File: src/verilog/miniAluPkg.sv
package miniAluPkg;

	//**************************************************************************
	// Widths and sizes.
	//**************************************************************************
	localparam int WORD_WIDTH       = 16;
	localparam int REG_ADDR_WIDTH   = 8;
	localparam int INSTR_ADDR_WIDTH = 16;
	localparam int KEY_WIDTH        = 8;
	localparam int LED_WIDTH        = 8;
	localparam int RAM_DEPTH        = 256;
	localparam int ROM_DEPTH        = 16;  // Program words in the ROM.
	localparam int PS2_DATA_BITS    = 8;   // Data bits per PS/2 frame.

	typedef logic signed [WORD_WIDTH-1:0] word_t;
	typedef logic [REG_ADDR_WIDTH-1:0]    regAddr_t;
	typedef logic [INSTR_ADDR_WIDTH-1:0]  instrAddr_t;
	typedef logic [KEY_WIDTH-1:0]         keyCode_t;
	typedef logic [LED_WIDTH-1:0]         ledByte_t;

	//**************************************************************************
	// Instruction set.
	//**************************************************************************
	// Codes 12 to 15 are unused and execute as NOP.
	typedef enum logic [3:0]
	{
		NOP          = 4'd0,
		ADD          = 4'd1,
		SUB          = 4'd2,
		SMUL         = 4'd3,
		STO          = 4'd4,
		BLE          = 4'd5,
		JMP          = 4'd6,
		LED          = 4'd7,
		CALL         = 4'd8,
		RET          = 4'd9,
		BRANCH_IF_KB = 4'd10,
		KEY          = 4'd11
	} opcode_t;

	// 28-bit word: op [27:24], dest [23:16], src1 [15:8], src0 [7:0].
	typedef struct packed
	{
		opcode_t  op;
		regAddr_t dest;
		regAddr_t src1;
		regAddr_t src0;
	} instr_t;

	// PS/2 frame receiver states.
	typedef enum logic [1:0]
	{
		IDLE   = 2'd0,
		DATA   = 2'd1,
		PARITY = 2'd2,
		STOP   = 2'd3
	} ps2State_t;

endpackage

File: src/verilog/instructionRom.sv
`timescale 1ns/10ps
module instructionRom
(
	input  miniAluPkg::instrAddr_t ip,
	output miniAluPkg::instr_t     instr
);

	// Fields are op, dest, src1, src0. STO takes its immediate from {src1, src0}.
	// Two-operand ops compute src1 op src0, and BLE tests src1 <= src0.
	always_comb
	begin
		instr = '{miniAluPkg::NOP, 8'd0, 8'd0, 8'd0};
		if (ip < miniAluPkg::ROM_DEPTH)
		begin
			case (ip)
				// Constants.
				16'd0:  instr = '{miniAluPkg::STO, 8'd3, 8'd0, 8'd3};
				16'd1:  instr = '{miniAluPkg::STO, 8'd4, 8'd0, 8'd5};
				16'd2:  instr = '{miniAluPkg::STO, 8'd5, 8'd0, 8'd200};
				16'd3:  instr = '{miniAluPkg::STO, 8'd6, 8'd0, 8'd1};

				// Spin here until a key is pending.
				16'd4:  instr = '{miniAluPkg::BRANCH_IF_KB, 8'd4, 8'd0, 8'd0};
				16'd5:  instr = '{miniAluPkg::KEY, 8'd1, 8'd0, 8'd0};

				// r2 = 3 * key - 5, less 200 when above 200.
				16'd6:  instr = '{miniAluPkg::SMUL, 8'd2, 8'd1, 8'd3};
				16'd7:  instr = '{miniAluPkg::SUB, 8'd2, 8'd2, 8'd4};
				16'd8:  instr = '{miniAluPkg::BLE, 8'd10, 8'd2, 8'd5};
				16'd9:  instr = '{miniAluPkg::SUB, 8'd2, 8'd2, 8'd5};

				16'd10: instr = '{miniAluPkg::CALL, 8'd13, 8'd0, 8'd0};
				16'd11: instr = '{miniAluPkg::LED, 8'd0, 8'd0, 8'd2};  // Show r2.
				16'd12: instr = '{miniAluPkg::JMP, 8'd4, 8'd0, 8'd0};

				// Increment subroutine.
				16'd13: instr = '{miniAluPkg::ADD, 8'd2, 8'd2, 8'd6};
				16'd14: instr = '{miniAluPkg::RET, 8'd0, 8'd0, 8'd0};

				default: instr = '{miniAluPkg::NOP, 8'd0, 8'd0, 8'd0};
			endcase
		end
	end

endmodule

File: src/verilog/dataRam.sv
`timescale 1ns/10ps
module dataRam
(
	input  logic                 Clock,
	input  logic                 wrEn,
	input  miniAluPkg::regAddr_t wrAddr,
	input  miniAluPkg::word_t    wrData,
	input  miniAluPkg::regAddr_t rdAddr0,
	input  miniAluPkg::regAddr_t rdAddr1,
	output miniAluPkg::word_t    rdData0,
	output miniAluPkg::word_t    rdData1
);

	miniAluPkg::word_t mem [miniAluPkg::RAM_DEPTH];

	always_ff @(posedge Clock)
	begin
		if (wrEn)
			mem[wrAddr] <= wrData;
	end

	// A write in flight is passed straight to a matching read port, so the
	// instruction right behind the writer sees the new value.
	assign rdData0 = (wrEn && (wrAddr == rdAddr0)) ? wrData : mem[rdAddr0];
	assign rdData1 = (wrEn && (wrAddr == rdAddr1)) ? wrData : mem[rdAddr1];

endmodule

File: src/verilog/ps2Receiver.sv
`timescale 1ns/10ps
module ps2Receiver
(
	input  logic                 Clock,
	input  logic                 rstN,
	input  logic                 ps2Clk,
	input  logic                 ps2Data,
	output miniAluPkg::keyCode_t keyCode,
	output logic                 keyStrobe
);

	logic [1:0] clkSync;   // Bit 1 is the synchronized PS/2 clock.
	logic [1:0] dataSync;  // Same depth, so data lines up with the clock.
	logic       clkPrev;
	logic       fallEdge;

	miniAluPkg::ps2State_t                        state;
	logic [$clog2(miniAluPkg::PS2_DATA_BITS)-1:0] bitCount;
	miniAluPkg::keyCode_t                         shiftReg;
	logic                                         parityBit;

	// Both lines idle high.
	always_ff @(posedge Clock)
	begin
		if (!rstN)
		begin
			clkSync  <= 2'b11;
			dataSync <= 2'b11;
			clkPrev  <= 1'b1;
		end
		else
		begin
			clkSync  <= {clkSync[0], ps2Clk};
			dataSync <= {dataSync[0], ps2Data};
			clkPrev  <= clkSync[1];
		end
	end

	assign fallEdge = clkPrev & ~clkSync[1];

	//**************************************************************************
	// Frame FSM, advancing on each falling edge of the PS/2 clock.
	//**************************************************************************
	always_ff @(posedge Clock)
	begin
		if (!rstN)
		begin
			state     <= miniAluPkg::IDLE;
			bitCount  <= '0;
			keyStrobe <= 1'b0;
		end
		else
		begin
			keyStrobe <= 1'b0;
			if (fallEdge)
			begin
				case (state)
					miniAluPkg::IDLE:
					begin
						if (!dataSync[1])  // Start bit.
						begin
							state    <= miniAluPkg::DATA;
							bitCount <= '0;
						end
					end
					miniAluPkg::DATA:
					begin
						bitCount <= bitCount + 1'b1;
						if (bitCount == miniAluPkg::PS2_DATA_BITS - 1)
							state <= miniAluPkg::PARITY;
					end
					miniAluPkg::PARITY:
						state <= miniAluPkg::STOP;
					default:
					begin
						// Odd parity over data and parity bit, stop bit high.
						state     <= miniAluPkg::IDLE;
						keyStrobe <= dataSync[1] & (^{parityBit, shiftReg});
					end
				endcase
			end
		end
	end

	// Data arrives LSB first.
	always_ff @(posedge Clock)
	begin
		if (fallEdge && (state == miniAluPkg::DATA))
			shiftReg <= {dataSync[1], shiftReg[miniAluPkg::KEY_WIDTH-1:1]};
		if (fallEdge && (state == miniAluPkg::PARITY))
			parityBit <= dataSync[1];
	end

	assign keyCode = shiftReg;  // Stable while keyStrobe is high.

endmodule

File: src/verilog/ioRegisters.sv
`timescale 1ns/10ps
module ioRegisters
(
	input  logic                 Clock,
	input  logic                 rstN,
	input  miniAluPkg::keyCode_t keyCode,
	input  logic                 keyStrobe,
	input  logic                 keyTake,
	output miniAluPkg::keyCode_t heldKey,
	output logic                 keyReady,
	input  logic                 ledLoad,
	input  miniAluPkg::ledByte_t ledData,
	output miniAluPkg::ledByte_t led,
	output logic                 ledStrobe
);

	// Pending key. A fresh key beats a take in the same cycle.
	always_ff @(posedge Clock)
	begin
		if (!rstN)
			keyReady <= 1'b0;
		else if (keyStrobe)
			keyReady <= 1'b1;
		else if (keyTake)
			keyReady <= 1'b0;
	end

	always_ff @(posedge Clock)
	begin
		if (keyStrobe)
			heldKey <= keyCode;  // Later key overwrites an untaken one.
	end

	// LED register and its update pulse.
	always_ff @(posedge Clock)
	begin
		if (!rstN)
		begin
			led       <= '0;
			ledStrobe <= 1'b0;
		end
		else
		begin
			ledStrobe <= ledLoad;  // High in the cycle the new value shows.
			if (ledLoad)
				led <= ledData;
		end
	end

endmodule

File: src/verilog/miniAlu.sv
`timescale 1ns/10ps
module miniAlu
(
	input  logic                 Clock,
	input  logic                 rstN,
	input  logic                 ps2Clk,
	input  logic                 ps2Data,
	output miniAluPkg::ledByte_t led,
	output logic                 ledStrobe
);

	miniAluPkg::instrAddr_t ip;
	miniAluPkg::instrAddr_t ipCounter;     // Sequential fetch address.
	miniAluPkg::instrAddr_t retAddr;       // Single return register.
	miniAluPkg::instrAddr_t branchTarget;
	miniAluPkg::instr_t     instr;
	miniAluPkg::instr_t     exec;          // Instruction now executing.

	miniAluPkg::word_t rdData0;
	miniAluPkg::word_t rdData1;
	miniAluPkg::word_t opA0;               // Operands captured with exec.
	miniAluPkg::word_t opA1;
	miniAluPkg::word_t result;
	logic signed [2*miniAluPkg::WORD_WIDTH-1:0] product;

	miniAluPkg::keyCode_t keyCode;
	miniAluPkg::keyCode_t heldKey;
	logic keyStrobe;
	logic keyReady;
	logic keyTake;
	logic ledLoad;
	logic wrEn;
	logic branchTaken;

	//**************************************************************************
	// Fetch.
	//**************************************************************************
	assign branchTarget = (exec.op == miniAluPkg::RET) ? retAddr :
		miniAluPkg::instrAddr_t'(exec.dest);
	assign ip = branchTaken ? branchTarget : ipCounter;

	instructionRom instructionRom
	(
		.ip(    ip    ),
		.instr( instr )
	);

	// The ROM word's sources address the RAM ahead of execution.
	dataRam dataRam
	(
		.Clock(   Clock      ),
		.wrEn(    wrEn       ),
		.wrAddr(  exec.dest  ),
		.wrData(  result     ),
		.rdAddr0( instr.src0 ),
		.rdAddr1( instr.src1 ),
		.rdData0( rdData0    ),
		.rdData1( rdData1    )
	);

	always_ff @(posedge Clock)
	begin
		if (!rstN)
		begin
			ipCounter <= '0;
			exec      <= '{op: miniAluPkg::NOP, dest: '0, src1: '0, src0: '0};
			retAddr   <= '0;
		end
		else
		begin
			ipCounter <= ip + 1'b1;
			exec      <= instr;
			if (exec.op == miniAluPkg::CALL)
				retAddr <= ipCounter;  // Counter already points past the CALL.
		end
	end

	always_ff @(posedge Clock)
	begin
		opA0 <= rdData0;
		opA1 <= rdData1;
	end

	//**************************************************************************
	// Execute.
	//**************************************************************************
	assign product = opA1 * opA0;

	always_comb
	begin
		result      = '0;
		wrEn        = 1'b0;
		branchTaken = 1'b0;
		keyTake     = 1'b0;
		ledLoad     = 1'b0;
		case (exec.op)
			miniAluPkg::ADD:
			begin
				result = opA1 + opA0;
				wrEn   = 1'b1;
			end
			miniAluPkg::SUB:
			begin
				result = opA1 - opA0;
				wrEn   = 1'b1;
			end
			miniAluPkg::SMUL:
			begin
				result = product[miniAluPkg::WORD_WIDTH-1:0];  // Low half only.
				wrEn   = 1'b1;
			end
			miniAluPkg::STO:
			begin
				result = {exec.src1, exec.src0};
				wrEn   = 1'b1;
			end
			miniAluPkg::BLE:
				branchTaken = (opA1 <= opA0);  // Signed compare.
			miniAluPkg::JMP, miniAluPkg::CALL, miniAluPkg::RET:
				branchTaken = 1'b1;
			miniAluPkg::BRANCH_IF_KB:
				branchTaken = !keyReady;
			miniAluPkg::KEY:
			begin
				result  = {{(miniAluPkg::WORD_WIDTH-miniAluPkg::KEY_WIDTH){1'b0}}, heldKey};
				wrEn    = 1'b1;
				keyTake = 1'b1;
			end
			miniAluPkg::LED:
				ledLoad = 1'b1;
			default:
				result = '0;  // NOP and unused codes.
		endcase
	end

	//**************************************************************************
	// Keyboard and LED.
	//**************************************************************************
	ps2Receiver ps2Receiver
	(
		.Clock(     Clock     ),
		.rstN(      rstN      ),
		.ps2Clk(    ps2Clk    ),
		.ps2Data(   ps2Data   ),
		.keyCode(   keyCode   ),
		.keyStrobe( keyStrobe )
	);

	ioRegisters ioRegisters
	(
		.Clock(     Clock                           ),
		.rstN(      rstN                            ),
		.keyCode(   keyCode                         ),
		.keyStrobe( keyStrobe                       ),
		.keyTake(   keyTake                         ),
		.heldKey(   heldKey                         ),
		.keyReady(  keyReady                        ),
		.ledLoad(   ledLoad                         ),
		.ledData(   opA0[miniAluPkg::LED_WIDTH-1:0] ),
		.led(       led                             ),
		.ledStrobe( ledStrobe                       )
	);

endmodule

File: config.mk
export PLATFORM = sky130hd
export DESIGN_NAME = miniAlu
export DESIGN_NICKNAME = d
export VERILOG_FILES = /design/src/verilog/miniAluPkg.sv /design/src/verilog/instructionRom.sv /design/src/verilog/dataRam.sv /design/src/verilog/ps2Receiver.sv /design/src/verilog/ioRegisters.sv /design/src/verilog/miniAlu.sv
export SDC_FILE = /design/constraint.sdc
export NUM_CORES = 1
export LEC_CHECK = 0
export BUFFER_PORTS_ARGS = -buffer_cell sky130_fd_sc_hd__buf_2
export CORE_MARGIN = 8
export CORE_UTILIZATION = 50
export DETAILED_ROUTE_END_ITERATION = 10
export HOLD_SLACK_MARGIN = 0.03
export MAX_ROUTING_LAYER = met4
export PLACE_DENSITY = 0.63
export SYNTH_ARGS = -nofsm -noshare
export SYNTH_HDL_FRONTEND = slang
export SYNTH_MEMORY_MAX_BITS = 65536
export SYNTH_SLANG_ARGS = --single-unit
File: constraint.sdc
create_clock -name Clock -period 16.1 [get_ports Clock]
set_input_delay 3.22 -clock Clock [delete_from_list [all_inputs] [get_ports Clock]]
set_output_delay 3.22 -clock Clock [all_outputs]
set_load 0.01 [all_outputs]
After elaboration in Yosys (flattened, before gate mapping)
Memory sizes are Yosys's and may differ from the RTL's. A register that Yosys moved wholly into a read port is not among the register bits.
Cells that the tools add are included.

cells by class
  $add $sub $neg = 4
  multiply operators = 1
  $lt $le $gt $ge = 2
  equality and inequality tests = 16
  mux-type cells = 18
  bitwise logic cells = 5
  reductions and logical operators = 14

operators by type and width
  kind                                                  count
  one-hot mux 16 bit (5 select lines)                   1
  two-way mux 16 bit                                    4
  adder 16 x 1 -> 16 bit (second input constant)        1
  adder 16 bit                                          1
  == test 4 x 3 -> 1 bit (second input constant)        4
  == test 4 bit (second input constant)                 4
  less-or-equal comparator 16 bit                       1
  < comparator 16 x 5 -> 1 bit (second input constant)  1
  multiplier 16 x 16 -> 16 bit                          1
  subtractor 16 bit                                     1
  zero test 12 bit                                      1
  OR reduction 5 bit                                    2
  AND reduction 3 bit                                   3
  XOR reduction 9 bit                                   1
  == test 4 x 2 -> 1 bit (second input constant)        2
  two-way mux 1 bit                                     7
  one-hot mux 2 bit (3 select lines)                    1
  one-hot mux 3 bit (2 select lines)                    1
  == test 4 x 1 -> 1 bit (second input constant)        1
  two-way mux 2 bit                                     2
  nonzero test 2 bit                                    2
  adder 3 x 1 -> 3 bit (second input constant)          1
  == test 3 bit (second input constant)                 1
  two-way mux 3 bit                                     1
  11 further kinds                                      15

storage, ports and cells
  bits in registers = 98
  memory bits (writable) = 4096
  ROM bits = 256
  input port bits = 4
  output and inout bits = 9
  word-level logic and storage cells = 80
  memories = 2

memories
  memory            words  bits a word  read ports  clocked after memory_dff  wr ports  RTL line              text
  dataRam.mem       256    16           2           2                         1         dataRam.sv:14         miniAluPkg::word_t mem [miniAluPkg::RAM_DEPTH];
  (name not given)  16     16           1           0                         0         instructionRom.sv:15  case (ip)

Logic depth before layout (Yosys ltp)
Gate-level depths: netlist (run 1).

  depth in word-level cells = 7
  depth in mapped cells = 30
  mapped depth without buffers = 26

Cells and area by module
A second synthesis (run 1) with hierarchy kept.

unflattened totals
  cell total of the unflattened synthesis = 11424
  area, all modules = 201839.8 µm²

modules (own cells, without submodules)
  module          times used  cells each  area each (µm²)  sequential area each (µm²)
  dataRam         1           10149       190717.9         122998.0
  miniAlu         1           1094        9143.8           1841.8
  ps2Receiver     1           68          870.8            490.5
  ioRegisters     1           38          603.1            440.4
  instructionRom  1           75          504.2            0.0

Worst setup path before layout (run 1)
OpenSTA, ideal clock, no wires.

  path type = register to register
  start point = register (tool-made name)
  end point = memory dataRam.mem[0][15] (netlist name), data pin
  setup time = 0.302 ns
  data arrival time = 7.105 ns
  required time = 15.798 ns
  path slack = 8.693 ns
  stages on the path, launching flop included = 28
  path buffers = 4
  period minus slack after synthesis = 7.407 ns
  cells stage by stage = dfxtp_1 > buf_2 > buf_2 > buf_2 > mux4_2 > mux2_2 > mux2i_1 > inv_2 > clkbuf_1 > and2_1 > fa_1 > inv_1 > fa_1 > inv_1 > fa_1 > fa_1 > inv_1 > fa_1 > fa_1 > xnor2_1 > xnor2_1 > xnor2_1 > xnor2_1 > xnor3_1 > xnor3_1 > xnor3_1 > xnor2_1 > o221ai_1

RTL lines
  what       RTL line
  to (decl)  dataRam.sv:14

==> out/qor.yml, run 1 <==
status:
  status: "finished clean"
job:
  max-cap-violations: 0
timing:
  rsz0062_at_grt: "false"
  finalSetupViolations: 0
  fin_ws_ps: 7260
  max_freq_mhz: 113
  fin_worst_skew_ps: 21.4
  slew_headroom_pct: 17.9
  hold_viol: 0
  worst_slew_pin_slew_ps: 1230
  fin_crit_ps: 8840
  fin_setup_tns_ps: 0
  finalMaxSlewViolations: 0
  post-route-period-util_pct: 54.9
clock_network:
  numCtsBuffers: 37
  clk_latency_ps: 540
  cts_buffer_depth: 3
  cts_max_level: 2
  hold_buffers: 0
  cts_tree: "done"
  postCtsSetupBuffers: 0
  path_clk_slew_ps: 60
  cts_repair_resize_count: 0
  root_buffer: "clkbuf_16"
  clock-sinks: 346
finish:
  nets: 1860
  area_growth_syn_to_layout_pct: 9.35
  design_area_mm2: 0.0220
  antennaDiodeCount: 0
  final_layout_size_suffix_gt1_share_pct: 12.7
drt:
  wirelength_mm: 51.3
  ant_nets: 0
  via_per_inst: 6.01
  drtPass1Iterations: 7
  wl_per_cell_um: 23.0
  vias: 13400
  drc: 0
  drtIter0Drc: 1212
setup_path:
  path_max_fanout: 50
  critPathLaunchType: "register"
  crit_type: "register to register"
  end_kind: "register"
  critPathRequiredTime_ps: 16290
  crit_arrival_ps: 9030
logic_synthesis:
  syn_nets: 1849
  syn_area_mm2: 0.0201
  synthFlopType: "edfxtp_1"
  async_flop_share_pct: 0
  ys_warn_count: 0
  synth_top_cell_by_area: "edfxtp_1"
  synth_top_area_share_pct: 40.7
  avgSynthCellArea_um2: 12.1
  synth_edf_count: 273
  synthCells: 1660
  yosys-top-cells-area: "edfxtp_1, fa_1, mux4_2"
  synth_seq_area_share_pct: 47.9
  ys_ff_latch: 346
  ys_types: 77
floorplan:
  ioPinCount: 13
  die_area_mm2: 0.0470
  die_y_um: 217
  die-width_um: 217
  num_rows: 73
  core_mm2: 0.0397
  start_util_pct: 50.7
place:
  place.gp.congestion: 0.921
  dp_hpwl_mm: 33.7
  place_area_mm2: 0.0208
  placement.io_buffers: 12
  post-place-ws_ps: 7260
global_route:
  grt_pass1_vias: 13400
  track_usage_pct: 22.5
  grt_pass1_wl_mm: 79.3
  grt_max_degree: 51
  antenna_found_initial: 0
  grt.overflow.total: 0
min_path:
  hold_class: "register to register"
## layout by cell type, fill, tap and decap left out, types with 26 or more instances in the layout
master,count
dfxtp_1,69
clkbuf_16,38
inv_1,175
nor3_1,30
fa_1,81
edfxtp_1,273
mux4_2,69
nor2b_1,26
buf_4,35
nor2_1,72
nand2_1,151
mux2i_1,39
a21oi_1,71
xnor2_1,36
ha_1,104
o21ai_0,32
and2_1,50
## kinds of logic after synthesis
logic type | share of synthesized area [%]
flops | 47.9
xor+xnor | 2.36
buf+inv | 5.21
fa+ha+maj | 14.5
simple gates | 10.6
compound gates | 8.98
mux | 10.4
## cell type report
cell class / instances / area (um2)
fill: 3300 / 17700
timing repair buffer: 47 / 323
tap: 525 / 657
clock buffer: 44 / 983
sequential: 346 / 9670
multi-input combinational: 1060 / 9510
inverter: 179 / 672
clock inverter: 24 / 218
## path summary, 6_finish.rpt
| path | end | slack [ps] | depth (start not counted) | from |
|---|---|---|---|---|
| max | dataRam.mem[11][15] | 7260 | 24 | register |
| min | ps2Receiver.clkSync[1] | 410 | 1 | ps2Receiver.clkSync[0] |
| max reg2reg | dataRam.mem[11][15] | 7260 | 24 | register |
| min reg2reg | ps2Receiver.clkSync[1] | 410 | 1 | ps2Receiver.clkSync[0] |
## critical path, cell delays in order (launching register included)
cell and delay, ps:
dfxtp_2 310, buf_4 570, mux4_2 410, mux2_2 270, o21ai_1 840, inv_1 260
ha_1 320, inv_1 140, fa_1 450, fa_1 520, inv_1 60, fa_1 490
fa_1 490, inv_1 50, fa_1 440, fa_1 390, xnor2_1 180, xnor2_1 160
xnor2_1 150, xnor2_1 160, xnor3_1 260, xnor3_1 360, xnor3_1 200, xnor2_1 150
o221ai_1 840
## stage by stage
stage	std cells	util [%]	hold slack (ps)
final	2225	55.4	407
after global routing	2225	55.4	423
after CTS	2225	55.4	412
after detailed placement	2157	52.4	398
after global placement	2157	52.4	394
after floorplan	1660	-	386
## layer usage
metal / global-route usage [%] / part of all wire (%) / wire length [um]
met5: - / 0 / 0
met4: 6.45 / 2.5 / 1290
met3: 2.44 / 6.3 / 3230
met2: 36.2 / 49 / 25000
met1: 30.1 / 42 / 21800
## registers in the layout, indices dropped and copies added, names as in the netlist, 2 cells and up, named ones only
| signal | flops |
|---|---|
| ps2Receiver.clkSync | 2 |
| ps2Receiver.dataSync | 2 |
| exec | 14 |
| ioRegisters.led | 8 |
| ps2Receiver.keyCode | 8 |
| ps2Receiver.bitCount | 3 |
| ipCounter | 16 |
| dataRam.mem | 256 |
| retAddr | 16 |
| ioRegisters.heldKey | 8 |
| ps2Receiver.state | 2 |
## Yosys cell counts (21+ instances only)
cell and number:
a21oi_1 71, a22oi_1 21, and2_1 50, clkbuf_1 44, dfxtp_1 73, edfxtp_1 273
fa_1 81, ha_1 104, inv_1 175, mux2i_1 39, mux4_2 69, nand2_1 151
nand3_1 22, nor2_1 85, nor2b_1 26, nor3_1 34, o21ai_0 32, xnor2_1 36
Power of run 1 is not shown: default switching activity piles up to over one toggle a cycle in this logic, so the estimate is an artifact.
==> run 2: changes to the inputs <==
ABC_AREA = 1   (was not set)
PLACE_DENSITY = 0.66   (was 0.63)
clock period = 7.2 ns   (was 16.1 ns; I/O delays follow)
==> run 2 against run 1 <==
First-iteration DRC count is 27% higher. Die area is 4.3% higher. Cell area is 6.6% higher. Clock skew is 1.2 ps higher. Synthesized cell count is 48% higher.
==> out/qor.yml, run 2 <==
clock_network:
  cts_tree: "done"
  clock-sinks: 346
  cts_buffer_depth: 3
  clk_latency_ps: 540
  numCtsBuffers: 37
  path_clk_slew_ps: 60
  root_buffer: "clkbuf_16"
  cts_max_level: 2
  postCtsSetupBuffers: 0
finish:
  regMostFlops: "dataRam.mem"
  final_cell_mix: "nand2_1, inv_1, edfxtp_1"
  fin_cells: 3068
  multiInputGateArea_mm2: 0.00957
  final_layout_size_suffix_gt1_share_pct: 9.18
  top_regs: "dataRam.mem x256, ipCounter x16, retAddr x16"
  area_growth_syn_to_layout_pct: 11.3
  final_common_cell: "nand2_1"
  largest_register_ffs: 256
  nets: 2689
  seq_area_mm2: 0.00967
  final.fill_count: 3734
logic_synthesis:
  synth_edf_count: 273
  synth_top_area_share_pct: 38.9
  yosys-top-cells-count: "nand2_1, inv_1, edfxtp_1"
  async_flop_share_pct: 0
  syn_area_mm2: 0.0211
  synth_seq_area_share_pct: 45.8
  syn_nets: 2643
  ys_types: 56
  synth_top_cell_by_area: "edfxtp_1"
  ys_warn_count: 0
  synth.most_common_cell: "nand2_1"
  ys_ff_latch: 346
  synthFlopType: "edfxtp_1"
  synthCells: 2454
  avgSynthCellArea_um2: 8.59
  yosys-top-cells-area: "edfxtp_1, nand2_1, fa_1"
place:
  place.gp.congestion: 1.00
  dp_hpwl_mm: 40.9
  placement.io_buffers: 12
  place_inst: 2999
  post-place-ws_ps: 440
timing:
  fin_setup_tns_ps: 0
  fin_worst_skew_ps: 22.6
  slew_headroom_pct: 27.4
  fin_ws_ps: 535
  worst_slew_pin_slew_ps: 1090
  hold_viol: 0
  whs_ps: 414
  max_freq_mhz: 150
  finalMaxSlewViolations: 0
  rsz0062_at_grt: "false"
  fin_crit_ps: 6660
  post-route-period-util_pct: 92.6
  finalSetupViolations: 0
setup_path:
  end_kind: "register"
  critPathRequiredTime_ps: 7480
  max_stage_delay_ps: 530
  cpMostUsedCell: "nand2_1"
  path_max_fanout: 26
  crit_type: "register to register"
  critPathLaunchType: "register"
  cp_slowest_cell: "fa_1"
  crit_arrival_ps: 6940
  reg2reg_slack_ps: 540
drt:
  wirelength_mm: 57.5
  drtPass1Iterations: 5
  ant_nets: 0
  vias: 16800
  via_per_inst: 5.47
  wl_per_cell_um: 18.7
  drtIter0Drc: 1537
  drc: 0
floorplan:
  die_y_um: 221
  start_util_pct: 50.5
  core_mm2: 0.0418
  ioPinCount: 13
  num_rows: 75
  die_area_mm2: 0.0490
  die-width_um: 221
global_route:
  grt_max_degree: 60
  grt_pass1_vias: 16500
  grt.overflow.total: 0
  track_usage_pct: 23.8
  antenna_found_initial: 0
  grt_pass1_wl_mm: 90.9
job:
  max-cap-violations: 0
status:
  status: "finished clean"
min_path:
  hold_class: "register to register"
-- run 2: area by class of cell --
cell class / instances / area share (%)
Inverter: 408 / 6.56
Clock buffer: 48 / 4.38
Sequential cell: 346 / 41.2
Tap cell: 539 / 2.87
Antenna cell: 1 / 0.0107
Multi-Input combinational cell: 1616 / 40.7
Clock inverter: 19 / 0.965
Timing Repair Buffer: 91 / 3.30
-- run 2: timing repair --
item	CTS	global route
setup endpoints to repair	0	16
resized for setup	0	11
hold buffers	0	0
-- run 2: kinds of logic after synthesis --
group	share of synthesized area, %
AND/OR/NAND/NOR	22.1
XOR/XNOR	0.872
flip-flops	45.8
buffers and inverters	9.06
adder cells (fa/ha/maj)	13.9
AO/OA/AOI/OAI	8.32
-- run 2: worst paths after layout --
path,start,end,cells after the start
max,register,dataRam.mem[14][14],33
min,ps2Receiver.clkSync[0],ps2Receiver.clkSync[1],1
max reg2reg,register,dataRam.mem[14][14],33
min reg2reg,ps2Receiver.clkSync[0],ps2Receiver.clkSync[1],1
-- run 2: routing by layer --
metal	vias up	part of all wire (%)	global-route usage, %
met5	-	0	-
met4	0	1.9	5.57
met3	86	6.3	2.80
met2	553	47	38.6
met1	8152	45	32.0
li1	8005	-	-
-- run 2: per-stage QoR --
| stage | area, um2 | util, % |
|---|---|---|
| 2_1_floorplan | 21100 | - |
| 4_1_cts | 23400 | 56.1 |
| 3_5_place_dp | 22200 | 53.1 |
| 3_3_place_gp | 22200 | 53.1 |
| 5_1_grt | 23500 | 56.2 |
| 6_report | 23500 | 56.2 |
-- run 2: critical path, delay by kind of cell (launching register included) --
| family | cells | cell delay (ps) |
|---|---|---|
| simple gates | 11 | 1040 |
| buf+inv | 8 | 980 |
| fa+ha+maj | 8 | 3080 |
| compound gates | 6 | 870 |
| flops | 1 | 410 |
Power of run 2 is left out for the same reason.
